### config.mk
export PLATFORM = sky130hd
export DESIGN_NAME = calc_top
export DESIGN_NICKNAME = d
export VERILOG_FILES = /design/src/calc_pkg.sv /design/src/operand_bypass.sv /design/src/pipe_int.sv /design/src/pipe_mul.sv /design/src/pipe_long.sv /design/src/completion_pipe.sv /design/src/wb_arbiter.sv /design/src/calc_top.sv
export SDC_FILE = /design/constraint.sdc
export NUM_CORES = 2
export LEC_CHECK = 0
export ABC_AREA = 0
export BUFFER_PORTS_ARGS = -buffer_cell sky130_fd_sc_hd__buf_2
export CAP_MARGIN = 20
export CELL_PAD_IN_SITES_DETAIL_PLACEMENT = 1
export CELL_PAD_IN_SITES_GLOBAL_PLACEMENT = 1
export CORE_ASPECT_RATIO = 1.25
export CORE_MARGIN = 3
export CORE_UTILIZATION = 50
export CTS_CLUSTER_SIZE = 20
export DETAILED_ROUTE_END_ITERATION = 10
export GPL_TIMING_DRIVEN = 0
export HOLD_SLACK_MARGIN = 0.12
export PLACE_DENSITY_LB_ADDON = 0.1
export SYNTH_ARGS = -nofsm -noshare
export SYNTH_HDL_FRONTEND = slang
export SYNTH_SLANG_ARGS = --single-unit
### constraint.sdc
create_clock -name clk_i -period 7.5 [get_ports clk_i]
set_input_delay 1.5 -clock clk_i [delete_from_list [all_inputs] [get_ports clk_i]]
set_output_delay 1.5 -clock clk_i [all_outputs]
set_load 0.005 [all_outputs]
### src/calc_pkg.sv
`default_nettype none

package calc_pkg;

  localparam int data_width = 32;

  // Depth of the completion pipe, the last stage is the retire stage
  localparam int comp_stage_els = 4;

  // Stages where the fixed pipes merge their results
  localparam int int_stage = 1;
  localparam int mul_stage = 3;

  localparam int div_steps = 32;

  typedef logic [data_width-1:0] word_t;
  typedef logic [4:0] reg_addr_t;

  typedef enum logic [3:0] {
    add    = 4'h0,
    sub    = 4'h1,
    and_op = 4'h2,
    or_op  = 4'h3,
    xor_op = 4'h4,
    slt    = 4'h5,
    mul    = 4'h6,
    divu   = 4'h7,
    remu   = 4'h8
  } op_e;

  typedef struct packed {
    logic      valid;
    op_e       op;
    reg_addr_t rd_addr;
    reg_addr_t rs1_addr;
    reg_addr_t rs2_addr;
    word_t     rs1;
    word_t     rs2;
  } dispatch_pkt_s;

  typedef struct packed {
    logic      ird_w_v;
    reg_addr_t rd_addr;
    word_t     rd_data;
  } wb_pkt_s;

  // Ops that go to the long unit instead of the completion pipe
  function automatic logic is_long_op(op_e op);
    return (op == divu) || (op == remu);
  endfunction

endpackage

`default_nettype wire

### src/operand_bypass.sv
`timescale 1ns/10ps
`default_nettype none

module operand_bypass
  (input logic                                             clk_i
  , input calc_pkg::dispatch_pkt_s                         dispatch_pkt_i
  , input calc_pkg::wb_pkt_s [calc_pkg::comp_stage_els-1:0] comp_stage_i
  , input calc_pkg::word_t [calc_pkg::comp_stage_els-1:0]   comp_data_next_i
  , output calc_pkg::dispatch_pkt_s                        reservation_o
  );

  import calc_pkg::*;

  logic [1:0][comp_stage_els-1:0] match_rs;
  logic [1:0][comp_stage_els:0]   match_onehot;
  logic [1:0]                     match_taken;
  word_t [1:0]                    dispatch_data;
  word_t [1:0]                    bypass_rs;
  dispatch_pkt_s                  reservation_n;

  assign dispatch_data = {dispatch_pkt_i.rs2, dispatch_pkt_i.rs1};

  for (genvar i = 0; i < comp_stage_els; i++)
  begin : match
    assign match_rs[0][i] = dispatch_pkt_i.valid & comp_stage_i[i].ird_w_v
                            & (dispatch_pkt_i.rs1_addr == comp_stage_i[i].rd_addr);
    assign match_rs[1][i] = dispatch_pkt_i.valid & comp_stage_i[i].ird_w_v
                            & (dispatch_pkt_i.rs2_addr == comp_stage_i[i].rd_addr);
  end

  // Stage 0 is the youngest producer, the top bit selects the dispatched value
  always_comb
  begin
    for (int s = 0; s < 2; s++)
    begin
      match_taken[s] = 1'b0;
      for (int i = 0; i < comp_stage_els; i++)
      begin
        match_onehot[s][i] = match_rs[s][i] & ~match_taken[s];
        match_taken[s]     = match_taken[s] | match_rs[s][i];
      end
      match_onehot[s][comp_stage_els] = ~match_taken[s];
    end
  end

  always_comb
  begin
    for (int s = 0; s < 2; s++)
    begin
      bypass_rs[s] = match_onehot[s][comp_stage_els] ? dispatch_data[s] : '0;
      for (int i = 0; i < comp_stage_els; i++)
      begin
        bypass_rs[s] |= match_onehot[s][i] ? comp_data_next_i[i] : '0;
      end
    end
  end

  always_comb
  begin
    reservation_n     = dispatch_pkt_i;
    reservation_n.rs1 = bypass_rs[0];
    reservation_n.rs2 = bypass_rs[1];
  end

  always_ff @(posedge clk_i)
  begin
    reservation_o <= reservation_n;
  end

endmodule

`default_nettype wire

### src/pipe_int.sv
`timescale 1ns/10ps
`default_nettype none

module pipe_int
  (input logic                     clk_i
  , input logic                    rst_i
  , input calc_pkg::dispatch_pkt_s reservation_i
  , output calc_pkg::word_t        data_o
  , output logic                   v_o
  );

  import calc_pkg::*;

  logic alu_op;

  always_comb
  begin
    alu_op = 1'b1;
    case (reservation_i.op)
      add:    data_o = reservation_i.rs1 + reservation_i.rs2;
      sub:    data_o = reservation_i.rs1 - reservation_i.rs2;
      and_op: data_o = reservation_i.rs1 & reservation_i.rs2;
      or_op:  data_o = reservation_i.rs1 | reservation_i.rs2;
      xor_op: data_o = reservation_i.rs1 ^ reservation_i.rs2;
      // Signed compare, result is 0 or 1
      slt:    data_o = word_t'($signed(reservation_i.rs1) < $signed(reservation_i.rs2));
      default:
      begin
        data_o = '0;
        alu_op = 1'b0;
      end
    endcase
  end

  assign v_o = reservation_i.valid & alu_op;

endmodule

`default_nettype wire

### src/pipe_mul.sv
`timescale 1ns/10ps
`default_nettype none

module pipe_mul
  (input logic                     clk_i
  , input logic                    rst_i
  , input calc_pkg::dispatch_pkt_s reservation_i
  , output calc_pkg::word_t        data_o
  , output logic                   v_o
  );

  import calc_pkg::*;

  logic  op_v_r;
  logic  prod_v_r;
  word_t rs1_r;
  word_t rs2_r;
  word_t prod_r;

  always_ff @(posedge clk_i)
  begin
    if (rst_i)
    begin
      op_v_r   <= 1'b0;
      prod_v_r <= 1'b0;
    end
    else
    begin
      op_v_r   <= reservation_i.valid & (reservation_i.op == mul);
      prod_v_r <= op_v_r;
    end
  end

  // Only the low word of the product is kept
  always_ff @(posedge clk_i)
  begin
    rs1_r  <= reservation_i.rs1;
    rs2_r  <= reservation_i.rs2;
    prod_r <= rs1_r * rs2_r;
  end

  assign data_o = prod_r;
  assign v_o    = prod_v_r;

endmodule

`default_nettype wire

### src/pipe_long.sv
`timescale 1ns/10ps
`default_nettype none

module pipe_long
  (input logic                     clk_i
  , input logic                    rst_i
  , input calc_pkg::dispatch_pkt_s reservation_i
  , output logic                   ready_o
  , output calc_pkg::wb_pkt_s      wb_pkt_o
  , output logic                   v_o
  , input logic                    yumi_i
  );

  import calc_pkg::*;

  localparam int cnt_width = $clog2(div_steps);

  typedef enum logic [1:0] {idle, busy, done} long_div_state_e;

  long_div_state_e        state_r;
  long_div_state_e        state_n;
  logic [cnt_width-1:0]   cnt_r;
  word_t                  quot_r;
  word_t                  rem_r;
  word_t                  divisor_r;
  logic                   rem_sel_r;
  reg_addr_t              rd_addr_r;
  logic [data_width:0]    rem_shift;
  logic [data_width:0]    rem_diff;
  logic                   long_req;
  logic                   accept;

  assign long_req = reservation_i.valid & is_long_op(reservation_i.op);
  assign accept   = (state_r == idle) & long_req;

  // Drops as soon as a divide sits in the reservation register
  assign ready_o = (state_r == idle) & ~long_req;

  always_comb
  begin
    state_n = state_r;
    case (state_r)
      idle:    if (accept) state_n = busy;
      busy:    if (cnt_r == '0) state_n = done;
      done:    if (yumi_i) state_n = idle;
      default: state_n = idle;
    endcase
  end

  always_ff @(posedge clk_i)
  begin
    if (rst_i)
      state_r <= idle;
    else
      state_r <= state_n;
  end

  // Restoring shift-subtract step
  // A zero divisor leaves all ones and the dividend
  assign rem_shift = {rem_r, quot_r[data_width-1]};
  assign rem_diff  = rem_shift - {1'b0, divisor_r};

  always_ff @(posedge clk_i)
  begin
    if (accept)
    begin
      quot_r    <= reservation_i.rs1;
      rem_r     <= '0;
      divisor_r <= reservation_i.rs2;
      rem_sel_r <= (reservation_i.op == remu);
      rd_addr_r <= reservation_i.rd_addr;
      cnt_r     <= cnt_width'(div_steps - 1);
    end
    else if (state_r == busy)
    begin
      cnt_r <= cnt_r - cnt_width'(1);
      if (rem_diff[data_width])
      begin
        rem_r  <= rem_shift[data_width-1:0];
        quot_r <= {quot_r[data_width-2:0], 1'b0};
      end
      else
      begin
        rem_r  <= rem_diff[data_width-1:0];
        quot_r <= {quot_r[data_width-2:0], 1'b1};
      end
    end
  end

  assign v_o = (state_r == done);

  always_comb
  begin
    wb_pkt_o.ird_w_v = v_o;
    wb_pkt_o.rd_addr = rd_addr_r;
    wb_pkt_o.rd_data = rem_sel_r ? rem_r : quot_r;
  end

endmodule

`default_nettype wire

### src/completion_pipe.sv
`timescale 1ns/10ps
`default_nettype none

module completion_pipe
  (input logic                                               clk_i
  , input logic                                              rst_i
  , input calc_pkg::dispatch_pkt_s                           reservation_i
  , input calc_pkg::word_t                                   int_data_i
  , input logic                                              int_v_i
  , input calc_pkg::word_t                                   mul_data_i
  , input logic                                              mul_v_i
  , output calc_pkg::wb_pkt_s [calc_pkg::comp_stage_els-1:0] comp_stage_o
  , output calc_pkg::word_t [calc_pkg::comp_stage_els-1:0]   comp_data_next_o
  );

  import calc_pkg::*;

  wb_pkt_s [comp_stage_els:0]     comp_stage_n;
  logic [comp_stage_els-1:0]      stage_v_r;
  reg_addr_t [comp_stage_els-1:0] stage_addr_r;
  word_t [comp_stage_els-1:0]     stage_data_r;

  always_comb
  begin
    comp_stage_n[0].ird_w_v = reservation_i.valid & ~is_long_op(reservation_i.op);
    comp_stage_n[0].rd_addr = reservation_i.rd_addr;
    comp_stage_n[0].rd_data = '0;
    for (int i = 1; i <= comp_stage_els; i++)
    begin
      comp_stage_n[i] = comp_stage_o[i-1];
    end
    // Single issue with fixed latencies, so at most one result per stage
    comp_stage_n[int_stage].rd_data |= int_v_i ? int_data_i : '0;
    comp_stage_n[mul_stage].rd_data |= mul_v_i ? mul_data_i : '0;
  end

  always_ff @(posedge clk_i)
  begin
    for (int i = 0; i < comp_stage_els; i++)
    begin
      if (rst_i)
        stage_v_r[i] <= 1'b0;
      else
        stage_v_r[i] <= comp_stage_n[i].ird_w_v;
    end
  end

  always_ff @(posedge clk_i)
  begin
    for (int i = 0; i < comp_stage_els; i++)
    begin
      stage_addr_r[i] <= comp_stage_n[i].rd_addr;
      stage_data_r[i] <= comp_stage_n[i].rd_data;
    end
  end

  for (genvar i = 0; i < comp_stage_els; i++)
  begin : stage_out
    assign comp_stage_o[i].ird_w_v  = stage_v_r[i];
    assign comp_stage_o[i].rd_addr  = stage_addr_r[i];
    assign comp_stage_o[i].rd_data  = stage_data_r[i];
    // What stage i will hold after the next shift
    assign comp_data_next_o[i]      = comp_stage_n[i+1].rd_data;
  end

endmodule

`default_nettype wire

### src/wb_arbiter.sv
`timescale 1ns/10ps
`default_nettype none

module wb_arbiter
  (input logic                 clk_i
  , input logic                rst_i
  , input calc_pkg::wb_pkt_s   retire_pkt_i
  , input calc_pkg::wb_pkt_s   long_pkt_i
  , input logic                long_v_i
  , output logic               long_yumi_o
  , output calc_pkg::wb_pkt_s  iwb_pkt_o
  );

  import calc_pkg::*;

  logic      iwb_v_r;
  reg_addr_t iwb_addr_r;
  word_t     iwb_data_r;

  // The long unit waits while the retire stage holds a result
  assign long_yumi_o = long_v_i & ~retire_pkt_i.ird_w_v;

  always_ff @(posedge clk_i)
  begin
    if (rst_i)
      iwb_v_r <= 1'b0;
    else
      iwb_v_r <= retire_pkt_i.ird_w_v | long_yumi_o;
  end

  always_ff @(posedge clk_i)
  begin
    iwb_addr_r <= retire_pkt_i.ird_w_v ? retire_pkt_i.rd_addr : long_pkt_i.rd_addr;
    iwb_data_r <= retire_pkt_i.ird_w_v ? retire_pkt_i.rd_data : long_pkt_i.rd_data;
  end

  assign iwb_pkt_o = '{ird_w_v: iwb_v_r, rd_addr: iwb_addr_r, rd_data: iwb_data_r};

endmodule

`default_nettype wire

### src/calc_top.sv
`timescale 1ns/10ps
`default_nettype none

module calc_top
  (input logic                     clk_i
  , input logic                    rst_i
  , input calc_pkg::dispatch_pkt_s dispatch_pkt_i
  , output logic                   long_ready_o
  , output calc_pkg::wb_pkt_s      iwb_pkt_o
  );

  import calc_pkg::*;

  dispatch_pkt_s                reservation_r;
  wb_pkt_s [comp_stage_els-1:0] comp_stage;
  word_t [comp_stage_els-1:0]   comp_data_next;
  word_t                        int_data;
  word_t                        mul_data;
  logic                         int_v;
  logic                         mul_v;
  wb_pkt_s                      long_pkt;
  logic                         long_v;
  logic                         long_yumi;

  operand_bypass bypass
    (.clk_i(clk_i)
    ,.dispatch_pkt_i(dispatch_pkt_i)
    ,.comp_stage_i(comp_stage)
    ,.comp_data_next_i(comp_data_next)
    ,.reservation_o(reservation_r)
    );

  pipe_int int_pipe
    (.clk_i(clk_i)
    ,.rst_i(rst_i)
    ,.reservation_i(reservation_r)
    ,.data_o(int_data)
    ,.v_o(int_v)
    );

  pipe_mul mul_pipe
    (.clk_i(clk_i)
    ,.rst_i(rst_i)
    ,.reservation_i(reservation_r)
    ,.data_o(mul_data)
    ,.v_o(mul_v)
    );

  pipe_long long_pipe
    (.clk_i(clk_i)
    ,.rst_i(rst_i)
    ,.reservation_i(reservation_r)
    ,.ready_o(long_ready_o)
    ,.wb_pkt_o(long_pkt)
    ,.v_o(long_v)
    ,.yumi_i(long_yumi)
    );

  // Stage 0 is filled from the dispatch on the same edge as the reservation
  completion_pipe comp_pipe
    (.clk_i(clk_i)
    ,.rst_i(rst_i)
    ,.reservation_i(dispatch_pkt_i)
    ,.int_data_i(int_data)
    ,.int_v_i(int_v)
    ,.mul_data_i(mul_data)
    ,.mul_v_i(mul_v)
    ,.comp_stage_o(comp_stage)
    ,.comp_data_next_o(comp_data_next)
    );

  wb_arbiter arbiter
    (.clk_i(clk_i)
    ,.rst_i(rst_i)
    ,.retire_pkt_i(comp_stage[comp_stage_els-1])
    ,.long_pkt_i(long_pkt)
    ,.long_v_i(long_v)
    ,.long_yumi_o(long_yumi)
    ,.iwb_pkt_o(iwb_pkt_o)
    );

endmodule

`default_nettype wire

==> run_results.csv <==
group,metric,value,unit
synthesis,yosys.area.top_type,"fa_1",
clocking,cts.sinks,434,
sta,hold_violations,0,
sta,maxSlewViolCount,0,
route,wl_met1,53.51,mm
place,gp_congestion,1.022,
synthesis,synth_nets,4635,
route,wl_met3,10.26,mm
sta,fmax,134.6,MHz
sta,fin_crit_sh,0.9903,
place,place_hpwl,122.3,mm
sta,skew,0.03503,ns
layout,stdcell_count,5052,
layout,fin_util,0.5621,
sta,slew_headroom,0.1549,
clocking,clock_latency,0.58,ns
layout,nets,4815,
die,num_rows,109,
synthesis,syn_inst,3886,
global_routing,antenna_found_initial,23,
global_routing,grt-ovfl-total,0,
place,port_buffers,122,
clocking,cts_buffers,41,
synthesis,syn_area,36120,um^2
synthesis,synthArstFlopShare,0,
global_routing,grtUsageTotal,0.4110,
global_routing,grt_max_degree,35,
worst_setup_path,critPathRequiredTime,7.96,ns
route,vias,30700,
die,die_w,246.4,um
clocking,cts_root_buf,"clkbuf_16",
die,coreArea,71190,um^2
route,first_pass_iters,6,
synthesis,yosysWarnings,0,
worst_setup_path,crit_type,"flip-flop to flip-flop",
synthesis,ys_ff_latch,434,
sta,setup_viol,0,
route,wl,154.2,mm
die,start_util,0.5073,
synthesis,yosys.cell_types.count,83,
synthesis,yosysSeqAreaShare,0.2600,
route,drc_errors,0,
status,outcome,"finished, final reports clean",
route,drtAntennaViolNets,0,
synthesis,synth_ff_type,"dfxtp_1",
clocking,cts.reportedPaths.clkPinSlew,0.07,ns
sta,worst_pin_slew,1.268,ns
clocking,cts_tree,"yes",
route,met2WireLength,72.07,mm
place,dp_cells,4957,
clocking,holdBufCountCts,0,
layout,drive_above_1_share,0.08417,
synthesis,synth_edf_count,70,
place,place_ws,-1.996,ns
synthesis,avgSynthCellArea,9.294,um^2
worst_setup_path,startpoint_type,"flip-flop",
worst_setup_path,end_kind,"flip-flop",
die,die_y,306.5,um
worst_setup_path,crit_fanout,10,
global_routing,first_global_vias,33860,
sta,layout_setup_ws,0.07254,ns
synthesis,yosysTopAreaCellShare,0.2278,
route,dr.first_iter.drc_count,2307,
worst_setup_path,cp_data_arrival_time,7.89,ns
route,highest_layer,"met5",
route,viasPerCell,6.076,
worst_setup_path,reg2reg_slack,0.07,ns
flow_run,drv_cap,0,
route,wl_per_cell,30.52,um
layout,syn2layout_area_growth,10.79,%
sta,setup-tns-final,0,ns
die,dieArea,75510,um^2
clocking,clockBufferDepth,3,
sta,fin_crit,7.427,ns
clocking,cts_max_level,2,
global_routing,grt_pass1_wl,223.1,mm
hold_path,holdCritPathClass,"flip-flop to flip-flop",
synthesis,synthTopCellsByArea,"fa_1, dfxtp_1, ha_1",
die,ios,125,
path summary, 6_finish.rpt:
| path | depth (start not counted) | startpoint | end |
|---|---|---|---|
| max | 23 | mul_pipe.rs1_r[9] | mul_pipe.data_o[31] |
| min | 0 | comp_pipe.comp_data_next_o[54] | comp_pipe.comp_stage_o[98] |
| max reg2reg | 23 | mul_pipe.rs1_r[9] | mul_pipe.data_o[31] |
| min reg2reg | 0 | comp_pipe.comp_data_next_o[54] | comp_pipe.comp_stage_o[98] |
kinds of logic after synthesis:
kind of cell,synth area share
AND/OR/NAND/NOR,0.1489
adder cells (fa/ha/maj),0.3151
flip-flops,0.2600
multiplexers,0.01950
XOR/XNOR,0.03880
buffers and inverters,0.07861
AO/OA/AOI/OAI,0.1391
routing by layer:
| layer | track usage | up-vias |
|---|---|---|
| met5 | 0 | - |
| met4 | 0.4034 | 2 |
| met3 | 0.06709 | 584 |
| met2 | 0.6701 | 1371 |
| met1 | 0.4481 | 15590 |
| li1 | - | 13150 |
cells in the mapped netlist, drive strengths merged, types with 6 or more instances:
| cell type | count |
|---|---|
| mux2 | 11 |
| nor4 | 22 |
| xor2 | 59 |
| o211ai | 34 |
| a31oi | 18 |
| a21boi | 6 |
| nor2 | 140 |
| a22o | 14 |
| o21ai | 192 |
| a22oi | 8 |
| nor3b | 7 |
| o21a | 21 |
| a221oi | 52 |
| mux2i | 58 |
| nand2b | 10 |
| nand4 | 18 |
| fa | 411 |
| o2111ai | 7 |
| nand3 | 38 |
| ha | 252 |
| o31ai | 11 |
| o21bai | 24 |
| o22ai | 13 |
| edfxtp | 70 |
| a21o | 56 |
| a211oi | 21 |
| a221o | 36 |
| and3 | 15 |
| buf | 17 |
| a222oi | 23 |
| nor2b | 31 |
| and2 | 332 |
| o221ai | 8 |
| clkbuf | 187 |
| xnor2 | 98 |
| inv | 548 |
| a21oi | 130 |
| nor3 | 31 |
| nand2 | 405 |
| a2111oi | 7 |
| dfxtp | 364 |
| or3 | 14 |
flip-flops by register name, summed over array words and instances (netlist names), 4 cells and up:
| signal | cells |
|---|---|
| bypass.reservation_o | 69 |
| comp_pipe.comp_data_next_o | 64 |
| comp_pipe.comp_stage_o | 52 |
| arbiter.iwb_data_r | 32 |
| long_pipe.divisor_r | 32 |
| long_pipe.quot_r | 32 |
| long_pipe.rem_r | 32 |
| mul_pipe.data_o | 32 |
| mul_pipe.rs1_r | 32 |
| mul_pipe.rs2_r | 32 |
| arbiter.iwb_addr_r | 5 |
| long_pipe.cnt_r | 5 |
| long_pipe.rd_addr_r | 5 |
| comp_pipe.stage_v_r | 4 |
area by class of cell:
class	count	area [um^2]
fill	8257	31180
multi-input combinational	2700	23960
sequential	434	9462
inverter	548	2057
clock buffer	58	1205
tap	943	1180
buffer	196	1104
timing repair buffer	145	855.8
clock inverter	18	170.2
antenna	10	25.02
critical path, cell delays in order, from the launching register on:
cell and delay (ns):
dfxtp_1 0.50, clkbuf_8 0.29, nand2_1 0.09, fa_1 0.47, fa_1 0.45, fa_1 0.49
fa_1 0.52, inv_1 0.05, fa_1 0.49, inv_1 0.05, fa_2 0.56, inv_1 0.07
fa_1 0.46, fa_1 0.55, ha_4 0.23, a21oi_1 0.18, o21ai_2 0.11, o41ai_4 0.33
buf_4 0.21, o211ai_1 0.21, or3_4 0.44, a31oi_4 0.20, o21ai_1 0.14, xnor2_1 0.23
layout by cell type (no fill, tap or decap), types with 12 or more instances in the layout:
cell type,netlist,final
nor2_1,140,140
xor2_1,58,58
edfxtp_1,70,70
a21oi_1,130,129
dfxtp_1,364,340
o21bai_1,24,23
o21a_1,21,21
nand4_1,18,18
buf_2,1,126
and2_1,332,332
nor3_1,31,31
o21ai_1,22,22
clkbuf_1,187,132
clkbuf_16,0,45
a222oi_1,23,23
nand3_1,38,38
mux2i_1,58,58
buf_4,2,23
a31oi_1,17,16
and3_1,15,15
nor4_1,22,22
o22ai_1,13,13
nor2b_1,31,31
o21ai_0,170,169
a21o_1,56,56
buf_1,13,12
ha_1,252,251
a221o_1,36,36
or3_1,14,13
dfxtp_4,0,17
o211ai_1,34,34
a22o_1,14,14
clkbuf_2,0,15
a221oi_1,49,49
inv_1,547,546
nand2_1,405,405
xnor2_1,97,97
fa_1,411,408
a211oi_1,20,19
clkbuf_8,0,20
per-stage QoR:
step	hold slack [ns]	instance area [um^2]
finish	0.3609	40010
CTS	0.3647	39760
floorplan	0.3438	36120
global placement	0.3526	37910
detailed placement	0.3596	38000
global route	0.3751	39990
what timing repair did:
item | CTS | global route
endpoints found under the setup margin | 18 | 5
resized for setup | 146 | 72
hold endpoints to repair | 0 | 0
setup buffers | 4 | 11
pin swaps | 3 | 4
Power is left out: the tool's default activity adds up to more than one toggle a clock period on the data nets, which glitch-free logic cannot reach.
